==> src/hw/soc_pkg.sv <==
package soc_pkg;

  localparam int ADDR_W = 32;
  localparam int DATA_W = 32;
  localparam int BE_W   = DATA_W / 8;

  // region code lives in address bits 31:16
  localparam logic [15:0] REGION_SRAM = 16'h0200;
  localparam logic [15:0] REGION_IRQ  = 16'h0202;
  localparam logic [15:0] REGION_KEYB = 16'h0207;

  typedef enum logic [1:0] {
    REG_SRAM,
    REG_IRQ,
    REG_KEYB,
    REG_NONE
  } region_e;

  localparam int IRQ_W     = 3;
  localparam int IRQ_TIMER = 0;
  localparam int IRQ_UART  = 1;
  localparam int IRQ_KEYB  = 2;

  localparam int KB_FRAME_BITS = 11; // start, 8 data, parity, stop

  typedef enum logic {
    KB_IDLE,
    KB_SHIFT
  } kb_state_e;

endpackage

==> src/hw/irq_ctrl.sv <==
module irq_ctrl import soc_pkg::*; (
  input  logic              clk,
  input  logic              reset_n,
  input  logic [13:0]       offset,
  input  logic              irq_write,
  input  logic [DATA_W-1:0] writedata,
  output logic [DATA_W-1:0] irq_readdata,
  input  logic [1:0]        ext_irq,
  input  logic              kb_frame_done,
  output logic              irq
);

  logic [1:0]       ext_s0;
  logic [1:0]       ext_s1;
  logic [1:0]       ext_prev;
  logic [1:0]       ext_rise;
  logic [IRQ_W-1:0] set_bits;
  logic [IRQ_W-1:0] pending;

  always_ff @(posedge clk or negedge reset_n) begin
    if (!reset_n) begin
      ext_s0   <= '0;
      ext_s1   <= '0;
      ext_prev <= '0;
    end else begin
      ext_s0   <= ext_irq; // 2-flop sync
      ext_s1   <= ext_s0;
      ext_prev <= ext_s1;
    end
  end

  assign ext_rise = ext_s1 & ~ext_prev;

  always_comb begin
    set_bits            = '0;
    set_bits[IRQ_TIMER] = ext_rise[0];
    set_bits[IRQ_UART]  = ext_rise[1];
    set_bits[IRQ_KEYB]  = kb_frame_done;
  end

  always_ff @(posedge clk or negedge reset_n) begin
    if (!reset_n) begin
      pending <= '0;
    end else if (irq_write && offset == '0) begin
      pending <= (pending & ~writedata[IRQ_W-1:0]) | set_bits; // set beats clear
    end else begin
      pending <= pending | set_bits;
    end
  end

  assign irq_readdata = {{(DATA_W-IRQ_W){1'b0}}, pending}; // any offset
  assign irq          = |pending;

  // a new source raises irq next cycle, even against a clear
  a_irq_level: assert property (
    @(posedge clk) disable iff (!reset_n) (|set_bits) |=> irq
  );

endmodule

==> config.mk <==
export PLATFORM = sky130hd
export DESIGN_NAME = irq_ctrl
export DESIGN_NICKNAME = d
export VERILOG_FILES = /design/src/hw/soc_pkg.sv /design/src/hw/irq_ctrl.sv
export SDC_FILE = /design/constraint.sdc
export NUM_CORES = 1
export LEC_CHECK = 0
export ABC_CLOCK_PERIOD_IN_PS = 1000
export BUFFER_PORTS_ARGS = -buffer_cell sky130_fd_sc_hd__buf_2
export CELL_PAD_IN_SITES_DETAIL_PLACEMENT = 1
export CELL_PAD_IN_SITES_GLOBAL_PLACEMENT = 2
export CORE_UTILIZATION = 12
export DETAILED_ROUTE_END_ITERATION = 8
export GPL_TIMING_DRIVEN = 0
export HOLD_SLACK_MARGIN = 0.15
export PLACE_DENSITY_LB_ADDON = 0.25
export SYNTH_ARGS = -nofsm -noshare
export SYNTH_HDL_FRONTEND = slang
export SYNTH_SLANG_ARGS = --single-unit
==> constraint.sdc <==
create_clock -name clk -period 1 [get_ports clk]
set_input_delay 0.1 -clock clk [delete_from_list [all_inputs] [get_ports clk]]
set_output_delay 0.1 -clock clk [all_outputs]
set_load 0.02 [all_outputs]
* Word level (Yosys, flattened, before mapping)
Cells that the tools add are included.
** Word-level totals
- Bits in registers :: 9
- Bits of input ports :: 52
- Output and inout port bits :: 33
** Operators by class
- Muxes and demuxes :: 1
- Bitwise logic cells :: 6
- Reduce and logical (&&, ||, !) cells :: 3
** Operators with widths (count)
- 14-bit zero test :: 1
- 3-bit bitwise OR :: 2
- 3-bit AND :: 1
- 3-bit 2-to-1 mux :: 1
- 3-bit NOT :: 1
- 3-bit OR reduction :: 1
- 2-bit AND :: 1
- 2-bit NOT :: 1
- 1-bit logical AND :: 1

* Depth between registers and ports, before layout
- Depth after elaboration :: 4
- Depth in mapped cells :: 3
- Mapped depth without buffers :: 3

* Worst setup path after synthesis
No wires, ideal clock.
- Kind :: register -> output
- Start :: reg pending[1]
- End :: out irq
- Data arrival time :: 0.935 ns
- Slack :: -0.035 ns
- Stages on the path, launching flop included :: 2
- Buffers on the path :: 0
- Path through :: dfrtp_1 > or3_1
** On the way
- Cells in the longest elaborated chain, start to end :: 1
** RTL lines
- start: declaration :: line irq_ctrl.sv:18 : logic [IRQ_W-1:0] pending;
- start signal: assignment :: line irq_ctrl.sv:45 : pending <= (pending & ~writedata[IRQ_W-1:0]) | set_bits;
- start signal: assignment :: line irq_ctrl.sv:47 : pending <= pending | set_bits;
- 3-bit OR reduction :: line irq_ctrl.sv:52 : assign irq = |pending;
- end: declaration :: line irq_ctrl.sv:10 : output logic irq
No other way between the ends.

* Worst setup path after layout
- Start :: reg pending[0]
- End :: out irq
The elaborated chain is that of the path after synthesis.

==> metrics <==
status finished with violations; failing checks setup timing; Pins Over Slew Limit 0; multiplexer share of the synthesized area 0; area of the multi-input gates 220 um2; largest family of logic cells by synthesized area buffers and inverters; Synth Area in Adders 0; worst vdd ir 550 uV; Worst Skew 0.223 ps; synth warn 0; GPL Wtd Cong 0.639; placed cell count 159; worst setup margin -220 ps; core area 0.00435 mm2; vias 485; routed wire length 1.24 mm; Syn Inst Count 53; Remaining DRCs 0; sequential cell area 225 um2; die width 69.5 um; XOR/XNOR Fraction of Synth Area 0; Distinct cells, synth 13; Period Utilization, post-route 1.22; num ports 85; TritonCTS Buffers 3; post-route cell area 988 um2; Reg2Reg Launch Point pending[0]; Root Buffer clkbuf_8; min-delay src writedata[2]; CP endpoint kind primary output; first-pass GRT wire length 1.97 mm; clk_lat worst skew 230 ps; met3 wire length 145 um; Top Metal Used met4; Yosys top cell area share 0.412; Port Buffers 26; Critical Path Source Type flop; Post-Syn Area 547 um2; die area 0.00483 mm2; Max Cap Viol 0; DPL Wire Length 1.09 mm; Area contributors post-synth dfrtp_1 41%, buf_4 40%, a221o_1 3.7%, nor4b_2 2.7%, nor2b_1 2.3%; drt first pass iters 4; CTS tree yes; maximum root-to-sink buffer count 2; layout cell share with drive strength beyond 1 0.547; Die Height 69.5 um; Post-Synth Simple-Gate Area 0.117; fin crit period 1220 ps; dpl ws -238 ps; vias in the first global route 457; Yosys top cell by area dfrtp_1; initial antenna violation count 0; setup violators final 2; P&R area growth vs syn 80.8%; Final nets 170; kind of critical path reg2out; starting density of the core 0.126; reg-to-reg critical path endpoint pending[0]; min-delay worst type in2reg; Worst Path Required 900 ps; r2r worst-path depth 3; Layout Cells excl Fill 169; Clock transition at path regs 40 ps; htree depth 1; Cell Area, Placed 852 um2; Clock Sinks 9; Filler Cells Inserted 531; compound-cell area share of the yosys netlist 0.0526; Hold Path End pending[2]; Max Clock Freq 820 MHz; Leak 0.543 nW; 1st-iter DRT viols 4; M1 wire length 441 um; Worst Hold Slack 184 ps; Detail Route Antenna Nets 0; RSZ-0062 raised after global routing true; GRT Total Usage 0.0537; final hold violations 0; vias per cell 2.87; total gr overflow 0; Diodes inserted 0; wire per inst 7.31 um; sequential cell area fraction in the yosys report 0.412; Synth Register Bits 9; largest net degree at the start of global routing 10; total negative setup slack -227 ps; Hold Crit Depth 3; Max FO, Critical Path 2; row cnt 24; power density over cell area 1070 mW/mm2; data arrival time of the worst path 1120 ps; synthesized area per cell 10.3 um2; met2 wire len 626 um; reg2reg setup slack -10 ps
[power by group]
part | internal [mW] | switching (mW) | total, mW | leakage (nW)
Clock | 0.277 | 0.135 | 0.412 | 0.0228
Sequential | 0.378 | 0.00450 | 0.383 | 0.0962
Combinational | 0.124 | 0.139 | 0.263 | 0.424
[cells by family (layout without fill, tap and decap cells)]
group / after synthesis / in the layout
buffers and inverters: 31 / 67
flip-flops: 9 / 9
AND/OR/NAND/NOR: 9 / 9
AO/OA/AOI/OAI: 3 / 3
other: 1 / 29
[synthesized netlist by cell type]
library cell and count:
a221o_1 2, buf_4 29, conb_1 1, dfrtp_1 9, inv_1 2, nand2b_1 1
nand4_1 1, nor2b_1 2, nor3_1 1, nor4_1 2, nor4b_2 1, o22a_1 1
or3_1 1
[layer usage]
metal,track usage,vias to the layer above
met5,0,-
met4,0.0272,0
met3,0.0305,3
met2,0.0928,29
met1,0.0502,210
li1,-,243
[registers in the layout (all words and copies together) (netlist names)]
name      count
pending       3
ext_prev      2
ext_s0        2
ext_s1        2
[worst max-delay path by stage]
stage,start,to,slack [ps],cells past startpoint
floorplan,pending[1],irq,5,1
global placement,offset[6],pending[0],-190,4
detailed placement,offset[5],pending[1],-240,4
CTS,pending[0],irq,-230,2
global route,pending[0],irq,-270,2
finish,pending[0],irq,-220,2
[worst max-delay path, stage by stage, from the launching register on]
cell and delay (ps):
dfrtp_1 370, or3_4 390, buf_6 140
[cell type report]
class	count	share of cell area
Tap cell	52	0.0658
Timing Repair Buffer	32	0.210
Clock buffer	4	0.0456
Inverter	2	0.00759
Sequential cell	9	0.228
Multi-Input combinational cell	41	0.223
Buffer	29	0.220
[cells in the final DEF, fill, tap and decap left out, types with 2 or more instances in the layout]
cell | synthesis | layout
a221o_1 | 2 | 2
buf_2 | 0 | 23
buf_4 | 29 | 30
buf_6 | 0 | 4
clkbuf_8 | 0 | 3
conb_1 | 1 | 29
dfrtp_1 | 9 | 9
dlygate4sd3_1 | 0 | 4
inv_1 | 2 | 2
[through the flow]
stage	util	power [mW]
6_report	0.227	1.06
5_1_grt	0.227	1.13
4_1_cts	0.220	1.07
3_5_place_dp	0.196	0.630
3_3_place_gp	0.196	0.626
2_1_floorplan	-	0.577
[what timing repair did]
action	in CTS	in global routing
setup endpoints to repair	1	5
pin swaps	1	1
buffers inserted	2	0
endpoints found under the hold margin	12	0
resized for setup	2	8
hold buffers	4	0
No activity file was read; power rests on OpenSTA's default activity.
