===== config.mk =====
export PLATFORM = sky130hd
export DESIGN_NAME = ps2_keyboard
export DESIGN_NICKNAME = d
export VERILOG_FILES = /design/src/hw/soc_pkg.sv /design/src/hw/ps2_keyboard.sv
export SDC_FILE = /design/constraint.sdc
export NUM_CORES = 1
export LEC_CHECK = 0
export BUFFER_PORTS_ARGS = -buffer_cell sky130_fd_sc_hd__buf_2
export CAP_MARGIN = 25
export CORE_MARGIN = 1
export CORE_UTILIZATION = 35
export CTS_CLUSTER_SIZE = 28
export DETAILED_ROUTE_END_ITERATION = 7
export PLACE_DENSITY_LB_ADDON = 0.12
export RECOVER_POWER = 100
export SYNTH_ARGS = -nofsm -noshare
export SYNTH_HDL_FRONTEND = slang
export SYNTH_SLANG_ARGS = --single-unit
export TNS_END_PERCENT = 1

===== constraint.sdc =====
create_clock -name clk -period 2 [get_ports clk]
set_input_delay 0.1 -clock clk [delete_from_list [all_inputs] [get_ports clk]]
set_output_delay 0.1 -clock clk [all_outputs]
set_load 0.05 [all_outputs]

===== src/hw/soc_pkg.sv =====
package soc_pkg;

  localparam int ADDR_W = 32;
  localparam int DATA_W = 32;
  localparam int BE_W   = DATA_W / 8;

  // region code lives in address bits 31:16
  localparam logic [15:0] REGION_SRAM = 16'h0200;
  localparam logic [15:0] REGION_IRQ  = 16'h0202;
  localparam logic [15:0] REGION_KEYB = 16'h0207;

  typedef enum logic [1:0] {
    REG_SRAM,
    REG_IRQ,
    REG_KEYB,
    REG_NONE
  } region_e;

  localparam int IRQ_W     = 3;
  localparam int IRQ_TIMER = 0;
  localparam int IRQ_UART  = 1;
  localparam int IRQ_KEYB  = 2;

  localparam int KB_FRAME_BITS = 11; // start, 8 data, parity, stop

  typedef enum logic {
    KB_IDLE,
    KB_SHIFT
  } kb_state_e;

endpackage


===== src/hw/ps2_keyboard.sv =====
module ps2_keyboard import soc_pkg::*; #(
  parameter int KB_TIMEOUT = 65535
) (
  input  logic              clk,
  input  logic              reset_n,
  input  logic              kb_read,
  output logic [DATA_W-1:0] kb_readdata,
  output logic              kb_frame_done,
  input  logic              ps2_clk,
  input  logic              ps2_data
);

  localparam int IDLE_W = $clog2(KB_TIMEOUT + 1);
  localparam int CNT_W  = $clog2(KB_FRAME_BITS);

  logic                     clk_s0;
  logic                     clk_s1;
  logic                     clk_prev;
  logic                     data_s0;
  logic                     data_s1;
  logic                     clk_rise;
  logic                     start;
  kb_state_e                state;
  logic [CNT_W-1:0]         bit_cnt;
  logic [IDLE_W-1:0]        idle_cnt;
  logic [KB_FRAME_BITS-1:0] shift;
  logic [KB_FRAME_BITS-1:0] kb_data;
  logic                     valid;

  always_ff @(posedge clk or negedge reset_n) begin
    if (!reset_n) begin
      clk_s0   <= 1'b1; // lines idle high
      clk_s1   <= 1'b1;
      clk_prev <= 1'b1;
      data_s0  <= 1'b1;
      data_s1  <= 1'b1;
    end else begin
      clk_s0   <= ps2_clk;
      clk_s1   <= clk_s0;
      clk_prev <= clk_s1;
      data_s0  <= ps2_data;
      data_s1  <= data_s0;
    end
  end

  assign clk_rise = clk_s1 && !clk_prev;
  // a stalled partial frame is dropped on the next edge
  assign start    = (state == KB_IDLE) || (idle_cnt == IDLE_W'(KB_TIMEOUT));

  always_ff @(posedge clk or negedge reset_n) begin
    if (!reset_n) begin
      state         <= KB_IDLE;
      bit_cnt       <= '0;
      idle_cnt      <= '0;
      valid         <= 1'b0;
      kb_frame_done <= 1'b0;
    end else begin
      kb_frame_done <= 1'b0;
      if (kb_read) begin
        valid <= 1'b0; // read clears
      end
      if (idle_cnt != IDLE_W'(KB_TIMEOUT)) begin
        idle_cnt <= idle_cnt + 1'b1;
      end
      if (clk_rise) begin
        idle_cnt <= '0;
        if (start) begin
          state   <= KB_SHIFT;
          bit_cnt <= CNT_W'(1);
        end else if (bit_cnt == CNT_W'(KB_FRAME_BITS - 1)) begin
          state         <= KB_IDLE;
          bit_cnt       <= '0;
          valid         <= 1'b1; // new frame overwrites unread one
          kb_frame_done <= 1'b1;
        end else begin
          bit_cnt <= bit_cnt + 1'b1;
        end
      end
    end
  end

  always_ff @(posedge clk) begin
    if (clk_rise) begin
      if (start) begin
        shift[0] <= data_s1;
      end else begin
        shift[bit_cnt] <= data_s1;
      end
      if (!start && bit_cnt == CNT_W'(KB_FRAME_BITS - 1)) begin
        kb_data <= {data_s1, shift[KB_FRAME_BITS-2:0]}; // stop bit on top
      end
    end
  end

  assign kb_readdata = {{(DATA_W-KB_FRAME_BITS-1){1'b0}}, valid, kb_data};

  a_bit_range: assert property (
    @(posedge clk) disable iff (!reset_n) bit_cnt < CNT_W'(KB_FRAME_BITS)
  );

endmodule


# == Word level (Yosys, flattened, before mapping) ==
# Cells that the tools add are included.
# word_totals
elab_cells,50
inputBits,5
ram_bits,0
output_inout_bits,33
mem_count,0
latch_bits,0
mem_bits_ro,0
reg_bits,50
# op_classes
shift,0
n_addsub,2
multipliers,0
eq_ne,3
div,0
n_mux,17
n_reduce_logical,11
bitwise_logic,2
order_cmp,2
# op_table
cell,count
2-to-1 mux 16 bit,2
"adder 16 x 1 -> 16 bit, second input constant",1
"== test 16 bit, second input constant",1
"!= test 16 bit, second input constant",1
bitwise mux 11 bit,1
2-to-1 mux 1 bit,11
2-to-1 mux 4 bit,2
AND reduction 2 bit,3
"< comparator 4 x 5 -> 1 bit, second input constant",1
"adder 4 x 1 -> 4 bit, second input constant",1
demux 1 bit (select 4 bit),1
"== test 4 bit, second input constant",1
"greater-or-equal comparator 4 x 1 -> 1 bit, second input constant",1
nonzero test 2 bit,2
logical AND 1 bit,3
logical NOT 1 bit,2
NOT 1 bit,2
logical OR 1 bit,1

# == Depth between registers and ports, before layout ==
# logic_depth
word_depth,6
ltp_mapped,6
depth_no_buf,5

# == Worst setup path before layout ==
# OpenSTA, ideal clock, no wires.
# synth_path
path_kind,reg2reg
from,reg idle_cnt[0]
to,"reg kb_data[0], enable pin"
arrival_time_ns,1.629
stages_incl_launch_ff,7
t_required_ns,1.708
setup_slack_ns,0.079
path_cell_list,dfrtp_1 > ha_1 > nand3_1 > or4_1 > buf_2 > nand4_2 > inv_1
# synth_via
elab_chain_len,5
# synth_rtl
item,line_no,source
start: declaration,ps2_keyboard.sv:25,logic [IDLE_W-1:0] idle_cnt;
start signal: assignment,ps2_keyboard.sv:63,idle_cnt <= idle_cnt + 1'b1;
== test 16 bit,ps2_keyboard.sv:48,assign start = (state == KB_IDLE) || (idle_cnt == IDLE_W'(KB_TIMEOUT));
logical OR 1 bit,ps2_keyboard.sv:48,
logical NOT 1 bit,ps2_keyboard.sv:89,if (!start && bit_cnt == CNT_W'(KB_FRAME_BITS - 1)) begin
logical AND 1 bit,ps2_keyboard.sv:89,
AND reduction 2 bit (no line),-,
end signal: assignment,ps2_keyboard.sv:90,"kb_data <= {data_s1, shift[KB_FRAME_BITS-2:0]};"
end: declaration,ps2_keyboard.sv:27,logic [KB_FRAME_BITS-1:0] kb_data;
# No other way between the ends.
# A chain may end at the register's enable or synchronous reset.

# == Worst setup path in the final report ==
# layout_path
from,reg idle_cnt[1]
to,reg bit_cnt[1]
# layout_via
elab_chain_len,3
# layout_rtl
item,line_no,source
== test 16 bit,ps2_keyboard.sv:48,
logical OR 1 bit,ps2_keyboard.sv:48,
2-to-1 mux 4 bit,ps2_keyboard.sv:67,if (start) begin
end signal: assignment,ps2_keyboard.sv:76,bit_cnt <= bit_cnt + 1'b1;
end: declaration,ps2_keyboard.sv:24,logic [CNT_W-1:0] bit_cnt;
# No other way between the ends.

==> results.cfg <==
[outcome]
status = finished with violations
violations = max-capacitance violations, max-slew violations

[global_routing]
grt_pass1_wl_um = 6700
antenna_found_initial = 0
grt_pass1_vias = 1424
grt.overflow.total = 0
grtUsageTotal_pct = 13.6
grt_max_degree = 29

[power_and_ir_drop]
switchingPower_mw = 0.640
pwr-share-seq_pct = 56.3
peakVddDrop_mv = 0.379
p_per_area_nw_per_um2 = 827
p_leak_nw = 1.03
finalPower_mw = 2.11
switching_share_pct = 30.3
combPwrFrac_pct = 16.5
clkPwrFrac_pct = 27.2
p_int_mw = 1.47

[logic_synthesis]
synthTopCellsByCount = dfrtp_1, buf_4, edfxtp_1
synth_cells = 196
synth_warnings = 0
ys_async_sr_fraction_pct = 57.1
synth_top_area_share_pct = 28.1
yosysUniqueCellTypes = 41
synth_largest_area_cell = edfxtp_1
ys_ff_latch = 49
ys_seq_area_share_pct = 59.6
syn-mean-instance-area_um2 = 11.5
yosysMostFrequentCell = dfrtp_1
synth_area_um2 = 2240
synth_ff_type = dfrtp_1
yosys-top-cells-area = edfxtp_1, dfrtp_1, buf_4
synth_edf_count = 21

[finish]
area_growth_pct = 13.8
fin_util_pct = 42.2
antenna_cells = 0
fin_nets = 239
drive_gt1_share_pct = 15.4

[cts]
clock_latency_ns = 0.30
cts_sinks = 49
root_buffer = clkbuf_8
clk_pin_slew_worst_paths_ns = 0.09
cts.htree.levels = 2
numCtsBuffers = 5
cts_buffer_depth = 2
cts_tree = done

[timing]
worst_slew_pin_slew_ns = 1.54
postLayoutSetupSlackWorst_ns = 0.108
relSlewSlack_pct = -2.89
rsz0062_at_grt = false
max_freq_ghz = 0.529
finalMaxSlewViolations = 29
final.min_clock_period_ns = 1.89
hold_slack_ns = 0.364
final.setup.tns_ns = 0
fin_crit_sh_pct = 94.6
hold_viol = 0
clock_skew_ns = 0.00880
finalSetupViolations = 0

[setup_path]
crit_chain = ha_1, nand3_1, buf_4, o41ai_1, clkbuf_1, o31ai_1, o2bb2ai_1
crit_family = compound AO/OA/AOI/OAI gates
crit_type = reg -> reg
worstPathMaxFanout = 5
required_ns = 2.18
critPathMaxStageDelay_ns = 0.41
cpMaxStageDelayCell = o41ai_1
critPathArrivalTime_ns = 2.07
critPathLaunchType = flip-flop
endpoint_kind = flip-flop
cp.buffers_inverters = 2

[die]
start_util_pct = 37.0
die_h_um = 82.1
io_pins = 38
rows = 28
die_x_um = 82.1
dieArea_um2 = 6740
placeableCoreArea_um2 = 6060

[detailed_routing]
wirelength_um = 4100
avgRoutedWirePerCell_um = 13.3
dr.pass1.iters = 4
ant_nets = 0
routed_via_density = 4.86
drc = 0
drtIter0Drc = 113
num_vias = 1502

[flow_run]
drv_cap = 1

[worst_hold_path]
hp-class = reg -> reg

[place]
dpl.hpwl_um = 2930
portBuffers = 17
preCtsSetupSlack_ns = 0.0216
gp_congestion = 0.783
layout by cell type (no fill, tap or decap), types with 4 or more instances in the layout:
cell type / netlist / final
a41o_1: 4 / 4
nor2_1: 15 / 15
o21ai_0: 9 / 9
nand4_1: 7 / 7
a31oi_1: 7 / 7
edfxtp_1: 21 / 21
a21oi_1: 5 / 5
dlygate4sd3_1: 0 / 4
nor3_1: 4 / 4
conb_1: 1 / 20
nand2_1: 12 / 12
nand3_1: 4 / 4
nand2b_1: 6 / 6
nor4_1: 7 / 7
clkbuf_1: 6 / 19
buf_4: 22 / 14
clkbuf_8: 0 / 5
dfrtp_1: 23 / 23
state kept, by name (all words and copies together) (netlist names), 4 cells and up:
name      count
shift        10
bit_cnt       4
kb_data      11
idle_cnt     16
cells by family after synthesis:
group | count (synthesis) | synth area share (%)
simple gates | 71 | 17.4
flops | 49 | 59.6
buf+inv | 35 | 9.64
compound gates | 34 | 10.5
xor+xnor | 3 | 1.17
mux | 2 | 0.892
fa+ha+maj | 1 | 0.557
other cells | 1 | 0.167
power by group through the flow:
| stage | sequential (mW) | clock (mW) | combinational, mW |
|---|---|---|---|
| 2_1_floorplan | 1.18 | 0 | 0.309 |
| 3_3_place_gp | 1.21 | 0 | 0.317 |
| 3_5_place_dp | 1.21 | 0 | 0.323 |
| 4_1_cts | 1.19 | 0.602 | 0.331 |
| 5_1_grt | 1.20 | 0.651 | 0.382 |
| 6_report | 1.19 | 0.574 | 0.349 |
final cells by class:
type	count	area (um2)
Clock inverter	3	22.5
Clock buffer	5	68.8
Sequential cell	49	1340
Inverter	4	18.8
Timing Repair inverter	1	7.51
Timing Repair Buffer	41	239
Multi-Input combinational cell	131	767
Tap cell	75	93.8
Fill cell	601	3510
path summary, 6_finish.rpt:
check	start	to	slack, ns	cells after the start
hold reg to reg	data_s0	data_s1	0.36	0
setup / recovery	idle_cnt[1]	bit_cnt[1]	0.11	7
hold / removal	data_s0	data_s1	0.36	0
setup reg to reg	idle_cnt[1]	bit_cnt[1]	0.11	7
max in group asynchronous	reset_n	idle_cnt[12]	0.39	2
min in group asynchronous	reset_n	idle_cnt[0]	0.71	2
through the flow:
stage | cell area (um2) | instances
floorplan | 2320 | 215
global placement | 2420 | 293
detailed placement | 2420 | 293
CTS | 2580 | 306
global route | 2550 | 309
finish | 2550 | 309
layer usage:
metal	up-vias	wire, um	track usage, %
li1	750	-	-
met1	703	1970	17.7
met2	44	1900	21.7
met3	5	186	3.33
met4	0	43	5.26
met5	-	0	0
timing repair:
item	in CTS	in global routing
cloned	1	0
setup buffers	0	3
resized for setup	4	0
hold buffers	4	0
hold endpoints to repair	26	0
setup endpoints to repair	10	9
(Power assumes the default switching activity.)
