==> src/hw/soc_pkg.sv <==
package soc_pkg;

  localparam int ADDR_W = 32;
  localparam int DATA_W = 32;
  localparam int BE_W   = DATA_W / 8;

  // region code lives in address bits 31:16
  localparam logic [15:0] REGION_SRAM = 16'h0200;
  localparam logic [15:0] REGION_IRQ  = 16'h0202;
  localparam logic [15:0] REGION_KEYB = 16'h0207;

  typedef enum logic [1:0] {
    REG_SRAM,
    REG_IRQ,
    REG_KEYB,
    REG_NONE
  } region_e;

  localparam int IRQ_W     = 3;
  localparam int IRQ_TIMER = 0;
  localparam int IRQ_UART  = 1;
  localparam int IRQ_KEYB  = 2;

  localparam int KB_FRAME_BITS = 11; // start, 8 data, parity, stop

  typedef enum logic {
    KB_IDLE,
    KB_SHIFT
  } kb_state_e;

endpackage

==> src/hw/bus_fabric.sv <==
module bus_fabric import soc_pkg::*; (
  input  logic              clk,
  input  logic              reset_n,
  input  logic [ADDR_W-1:0] bus_address,
  input  logic              bus_read,
  input  logic              bus_write,
  output logic [DATA_W-1:0] bus_readdata,
  output logic              bus_waitrequest,
  output logic [13:0]       offset,
  output logic              sram_read,
  output logic              sram_write,
  input  logic [DATA_W-1:0] sram_readdata,
  input  logic              sram_waitrequest,
  output logic              irq_write,
  input  logic [DATA_W-1:0] irq_readdata,
  output logic              kb_read,
  input  logic [DATA_W-1:0] kb_readdata
);

  region_e region;

  always_comb begin
    case (bus_address[31:16])
      REGION_SRAM: region = REG_SRAM;
      REGION_IRQ:  region = REG_IRQ;
      REGION_KEYB: region = REG_KEYB;
      default:     region = REG_NONE; // unmapped, reads 0
    endcase
  end

  assign offset = bus_address[15:2]; // word offset inside region

  // private strobes, high only for the addressed slave
  assign sram_read  = (region == REG_SRAM) && bus_read;
  assign sram_write = (region == REG_SRAM) && bus_write;
  assign irq_write  = (region == REG_IRQ) && bus_write;
  assign kb_read    = (region == REG_KEYB) && bus_read;

  always_comb begin
    bus_waitrequest = 1'b0; // only the SRAM stalls
    case (region)
      REG_SRAM: begin
        bus_readdata    = sram_readdata;
        bus_waitrequest = sram_waitrequest;
      end
      REG_IRQ:  bus_readdata = irq_readdata;
      REG_KEYB: bus_readdata = kb_readdata;
      default:  bus_readdata = '0;
    endcase
  end

  // master must never issue read and write in the same cycle
  a_no_rd_wr: assert property (
    @(posedge clk) disable iff (!reset_n) !(bus_read && bus_write)
  );

endmodule

==> config.mk <==
export PLATFORM = sky130hd
export DESIGN_NAME = bus_fabric
export DESIGN_NICKNAME = d
export VERILOG_FILES = /design/src/hw/soc_pkg.sv /design/src/hw/bus_fabric.sv
export SDC_FILE = /design/constraint.sdc
export NUM_CORES = 1
export LEC_CHECK = 0
export BUFFER_PORTS_ARGS = -buffer_cell sky130_fd_sc_hd__buf_2
export CORE_MARGIN = 5
export CORE_UTILIZATION = 29
export DETAILED_ROUTE_END_ITERATION = 10
export PLACE_DENSITY = 0.93
export SETUP_SLACK_MARGIN = 0.05
export SLEW_MARGIN = 20
export SYNTH_ARGS = -nofsm -noshare
export SYNTH_HDL_FRONTEND = slang
export SYNTH_SLANG_ARGS = --single-unit
==> constraint.sdc <==
create_clock -name vclk -period 1.4
set_input_delay 0.28 -clock vclk [all_inputs]
set_output_delay 0.28 -clock vclk [all_outputs]
set_load 0.01 [all_outputs]
== Word level (Yosys, flattened, before mapping) ==
Cells that the tools add are included.

* Eq/ne operators: 5
* Multiplexer cells: 3
* Reductions and logical operators: 5

{| class="wikitable"
|+ Operators by type and width
! operator !! number
|-
| case mux 32 bit (3 select lines) || 1
|-
| equality test 16 x 10 -> 1 bit (second input constant) || 3
|-
| case mux 2 bit (3 select lines) || 1
|-
| logical AND 1 bit || 4
|-
| equality test 2 x 1 -> 1 bit (second input constant) || 1
|-
| equality test 2 bit (second input constant) || 1
|-
| logical NOT 2 bit || 1
|-
| 2-to-1 mux 1 bit || 1
|}

* Register bits after elaboration: 0
* Bits of input ports: 133
* Output and inout bits: 51
* Word-level logic and storage cells: 13

== Depth between registers and ports, before layout ==
Gate-level depths: netlist (run 1).

* Depth after elaboration: 4
* Mapped depth: 6
* Gate-level depth less buffers: 3

== Worst setup path after synthesis (run 1) ==
Ideal clock, no wire load.

* Path kind: input port to output port
* Start: input port bus_address[23]
* End: output port bus_readdata[0]
* Data arrival time: 1,161 ps
* Data required time: 1,120 ps
* Slack: -41 ps
* Cell stages on the path: 4
* Cell sequence: nor4b_4 > nand4_4 > buf_6 > nor2_1

* Cells in the longest elaborated chain, start to end: 4

{| class="wikitable"
|+ RTL lines
! item !! RTL line !! RTL
|-
| start: declaration || bus_fabric.sv:4 || <nowiki>input logic [ADDR_W-1:0] bus_address,</nowiki>
|-
| equality test 16 x 10 -> 1 bit || bus_fabric.sv:23 || <nowiki>case (bus_address[31:16])</nowiki>
|-
| case mux 2 bit (3 select lines) * || bus_fabric.sv:23 ||
|-
| equality test 2 bit, or another cell as far along || bus_fabric.sv:41 || <nowiki>case (region)</nowiki>
|-
| case mux 32 bit (3 select lines) * || bus_fabric.sv:41 ||
|-
| end: declaration || bus_fabric.sv:7 || <nowiki>output logic [DATA_W-1:0] bus_readdata,</nowiki>
|}

Every way passes the cells marked *; elsewhere a longest branch is shown, timed or not.

== Worst setup path after layout (run 1) ==
* Start: input port bus_address[26]
* End: output port irq_write

* Cells in the longest elaborated chain, start to end: 4

{| class="wikitable"
|+ RTL lines
! item !! RTL line !! RTL
|-
| equality test 16 x 10 -> 1 bit || bus_fabric.sv:23 ||
|-
| case mux 2 bit (3 select lines) * || bus_fabric.sv:23 ||
|-
| equality test 2 x 1 -> 1 bit * || bus_fabric.sv:36 || <nowiki>assign irq_write = (region == REG_IRQ) && bus_write;</nowiki>
|-
| logical AND 1 bit * || bus_fabric.sv:36 ||
|-
| end: declaration || bus_fabric.sv:14 || <nowiki>output logic irq_write,</nowiki>
|}

Marked as above.

==> impl_metrics.yaml, run 1 <==
status:
  run_status: "finished, violations left"
  violations: "negative setup slack"
floorplan:
  die_y_um: 71.06
  start_util_pct: 29.75
  coreArea_um2: 3633
  chipWidth_um: 71.06
  io-pin-count: 184
  row_count: 22
  design.die.area_um2: 5049
synthesis:
  seq_area_frac_synth_pct: 0
  synth.avg_cell_area_um2: 7.613
  yosysUniqueCellTypes: 17
  yosysTopAreaCellShare_pct: 27.08
  synth_cells: 142
  yosys_warnings: 0
  synth.area.top_cells: "mux2_2 (27%), a22oi_1 (22%), nor2_1 (12%), buf_4 (12%), mux2_1 (6.2%)"
  syn-cell-area_um2: 1081
  syn-num-nets: 275
  synth_largest_area_cell: "mux2_2"
placed_design:
  place_hpwl_um: 4037
  io_buffers: 152
  routabilityCongestion: 0.7649
min_path:
  holdCritPathClass: "input pin to output port"
timing:
  finalCritPeriodShare_pct: 116.7
  fmax_mhz: 612.1
  fin_crit_ns: 1.634
  tightest_slew_ns: 0.3151
  slew_headroom_pct: 78.99
  tns_ns: -7.351
  rsz0062_at_grt: "yes"
  hold_viol_final: 0
  setup_viol: 37
  slew_viol_final: 0
  fin_ws_ns: -0.2338
layout:
  regArea_um2: 0
  final.fill_count: 367
  diodes: 0
  final_common_cell: "buf_2"
  clkbuf_count: 0
  layout-drive-gt1-share_pct: 84.75
  final_nets: 417
  synthToLayoutAreaGrowth_pct: 91.90
  final_cell_mix: "buf_2 (146), a22oi_1 (27), mux2_2 (26), nor2_2 (24), buf_6 (10)"
  seq_cells: 0
power:
  clock_power_share_pct: 0
  p_sw_share_pct: 40.57
  powerDensity_nw_per_um2: 205.4
  total_power_uw: 426.0
  p_seq_share_pct: 0
  ir_drop_uv: 85.60
  p_leak_nw: 1.026
  p_sw_uw: 172.8
  p_int_uw: 253.2
  p_comb_share_pct: 100.0
setup_path:
  crit_required_ns: 1.12
  endpoint_kind: "output port"
  startpoint_type: "input pin"
  arrival_ns: 1.35
  critical_path_class: "input pin to output port"
  crit_fanout: 6
route:
  dr_total_vias: 1636
  ant_nets: 0
  drc: 0
  drt_pass1_iterations: 6
  viasPerCell: 4.958
  drt-total-wl_um: 4917
  avgRoutedWirePerCell_um: 14.90
  drt_iter0_markers: 38
grt:
  grt_max_degree: 20
  grt_usage_pct: 17.19
  grt_overflow: 0
  grt_pass1_vias: 1701
  grt_pass1_wl_um: 7389
  antenna_found_initial: 0
job:
  cap_violations: 0
clocking:
  postCtsHoldBufs: 0
[per-stage QoR]
step	utilization (%)	instances	worst slack [ns]	hold slack, ns	instance area, um^2
2_1_floorplan	-	142	-0.02007	0.6500	1161
3_3_place_gp	52.65	325	-0.2702	0.5601	1913
3_5_place_dp	52.65	325	-0.3070	0.5601	1913
4_1_cts	56.34	333	-0.2901	0.5601	2047
5_1_grt	57.09	330	-0.3163	0.5600	2074
6_report	57.09	330	-0.2338	0.5600	2074
[routing by layer]
layer	share of wire (%)	track usage, %	routed length, um
met5	0	0	0
met4	0.85	1.461	42
met3	9.8	3.125	481
met2	56	35.32	2746
met1	33	18.46	1647
[cells by family after synthesis]
logic type	synth area share, %
compound gates	22.22
simple gates	24.54
mux	33.33
buf+inv	19.91
[cells in the mapped netlist]
cell and count:
nor4_4 1, nand2_1 2, a22oi_1 32, nor3_1 2, mux2_2 26, buf_4 17, and3_1 1, or2_2 1
mux2_1 6, nor2_1 35, nor4b_4 1, buf_2 4, nand4_4 1, inv_1 3, clkbuf_1 3, nor4_2 3
buf_6 4
[critical path, stage by stage]
cell	delay, ns
buf_6	0.10
nor4_4	0.30
nand4_4	0.19
buf_6	0.18
nor3_1	0.15
buf_2	0.15
[final cells by class]
type	instances	area (um^2)	share of cell area (%)
multi-input cells	111	1025	49.40
well taps	48	60.06	2.895
inverters	3	11.26	0.5428
repair buffers	168	978.4	47.17
[power by group through the flow]
stage | combinational [mW] | clock, mW | sequential (mW)
after global routing | 0.460 | 0 | 0
final | 0.426 | 0 | 0
after global placement | 0.374 | 0 | 0
after CTS | 0.413 | 0 | 0
after floorplan | 0.228 | 0 | 0
after detailed placement | 0.390 | 0 | 0
[worst paths after layout]
path,start,endpoint,cells past startpoint
max,bus_address[26],irq_write,6
min,bus_address[12],offset[10],0
[what timing repair did]
item | CTS | global route
gates cloned | 2 | 0
buffers inserted | 6 | 0
gates resized for setup | 9 | 19
pin swaps | 9 | 2
endpoints found under the setup margin | 37 | 37
hold endpoints to repair | 0 | 0
Power figures use the tool's default switching activity.
==> run 2, diff against run 1 <==
SETUP_SLACK_MARGIN = default   (was 0.05)
==> run 2 against run 1 <==
Via count is 3.3% higher. The run still ends with negative setup slack left. Global-route usage shrank 0.61 points. Maximum frequency is 5.2% lower. Total power grew 7.2%. Critical path type unchanged. Combinational power up 7.3%. Non-clock buffer count grew 2. Critical path depth is 1 higher.
==> impl_metrics.yaml, run 2 (same netlist as run 1, synthesis figures left out) <==
status:
  run_status: "finished, violations left"
  violations: "negative setup slack"
route:
  route.met3.wl_um: 458
  dr_total_vias: 1690
  drt_pass1_iterations: 4
  wl_met1_um: 1805
  top_layer: "met4"
  avgRoutedWirePerCell_um: 16.90
  drt-total-wl_um: 5612
  ant_nets: 0
  drc: 0
  drt_iter0_markers: 45
  routed-wl-met2_um: 3240
  viasPerCell: 5.090
placed_design:
  place_hpwl_um: 3969
  io_buffers: 152
  routabilityCongestion: 0.7901
  dpl_cell_area_um2: 1926
setup_path:
  startpoint_type: "input pin"
  crit_fanout: 8
  arrival_ns: 1.44
  cpPeakStageDelay_ns: 0.32
  cp_cell_sequence: "buf_6 -> nor4_4 -> nand4_4 -> buf_12 -> clkbuf_16 -> nor2_2 -> buf_2"
  slowest_stage: "nor4_4"
  critical_path_class: "input pin to output port"
  crit_required_ns: 1.12
  endpoint_kind: "output port"
floorplan:
  chipWidth_um: 71.06
  die_y_um: 71.06
  start_util_pct: 29.75
  row_count: 22
  io-pin-count: 184
  design.die.area_um2: 5049
  coreArea_um2: 3633
timing:
  setup_viol: 37
  tns_ns: -9.505
  finalCritPeriodShare_pct: 123.1
  slew_viol_final: 0
  hold_viol_final: 0
  tightest_slew_ns: 0.3452
  fin_crit_ns: 1.723
  rsz0062_at_grt: "yes"
  slew_headroom_pct: 76.98
  fin_ws_ns: -0.3227
  fmax_mhz: 580.5
  hold_ws_ns: 0.5600
layout:
  stdcell_area_um2: 2397
  diodes: 0
  synthToLayoutAreaGrowth_pct: 121.8
  seq_cells: 0
  layout-drive-gt1-share_pct: 86.27
  final_common_cell: "buf_2"
  final_nets: 419
  regArea_um2: 0
  final_cell_mix: "buf_2 (125), buf_6 (31), mux2_2 (26), a22oi_1 (25), nor2_4 (23)"
  clkbuf_count: 0
grt:
  antenna_found_initial: 0
  grt_overflow: 0
  grt_pass1_vias: 1689
  grt_pass1_wl_um: 7203
  grt_max_degree: 19
  grt_usage_pct: 16.58
min_path:
  holdCritPathClass: "input pin to output port"
power:
  p_leak_nw: 1.092
  powerDensity_nw_per_um2: 190.5
  ir_drop_uv: 103.0
job:
  cap_violations: 0
clocking:
  postCtsHoldBufs: 0
## run 2: cell count changes in the layout (fill, tap and decap cells not counted), moves of 3 or more
| cell | change |
|---|---|
| buf_12 | +3 |
| buf_4 | -4 |
| nor2_2 | -14 |
| buf_6 | +21 |
| nor2_4 | +15 |
| buf_2 | -21 |
## run 2: what timing repair did
| item | CTS | global route |
|---|---|---|
| resized for setup | 7 | 61 |
| cloned | 2 | 2 |
| endpoints found under the setup margin | 37 | 37 |
| setup buffers | 4 | 0 |
| pin swaps | 7 | 29 |
## run 2: path summary, 6_finish.rpt
kind              slack [ns]            start                to  cells after the start
setup / recovery       -0.32  bus_address[26]  bus_readdata[14]                      7
hold / removal          0.56  bus_address[13]        offset[11]                      0
## run 2: cell type report
class	count	area, um^2
timing repair buffer	170	1217
inverter	3	11.26
multi-input combinational	111	1109
tap	48	60.06
fill	307	1236
## run 2: critical path, delay by kind of cell
family	cells	cell delay, ns
buffers and inverters	4	0.59
and+or+nand+nor	3	0.57
## run 2: power by group
part	total, mW	switching, mW	internal [mW]
sequential	0	0	0
clock	0	0	0
combinational	0.457	0.193	0.264
## run 2: through the flow
stage               utilization [%]  std cells  worst slack (ns)  total power [mW]
floorplan                         -        142          -0.02007            0.2281
global placement              53.00        325           -0.2851            0.3748
detailed placement            53.00        325           -0.3039            0.3897
CTS                           56.37        331           -0.2999            0.4087
global route                  65.98        332           -0.3575            0.4913
finish                        65.98        332           -0.3227            0.4567
## run 2: metal layers
layer / vias to the layer above / GRT usage (%)
li1: 795 / -
met2: 99 / 34.09
met1: 780 / 17.04
met5: - / 0
met3: 16 / 2.841
met4: 0 / 3.549
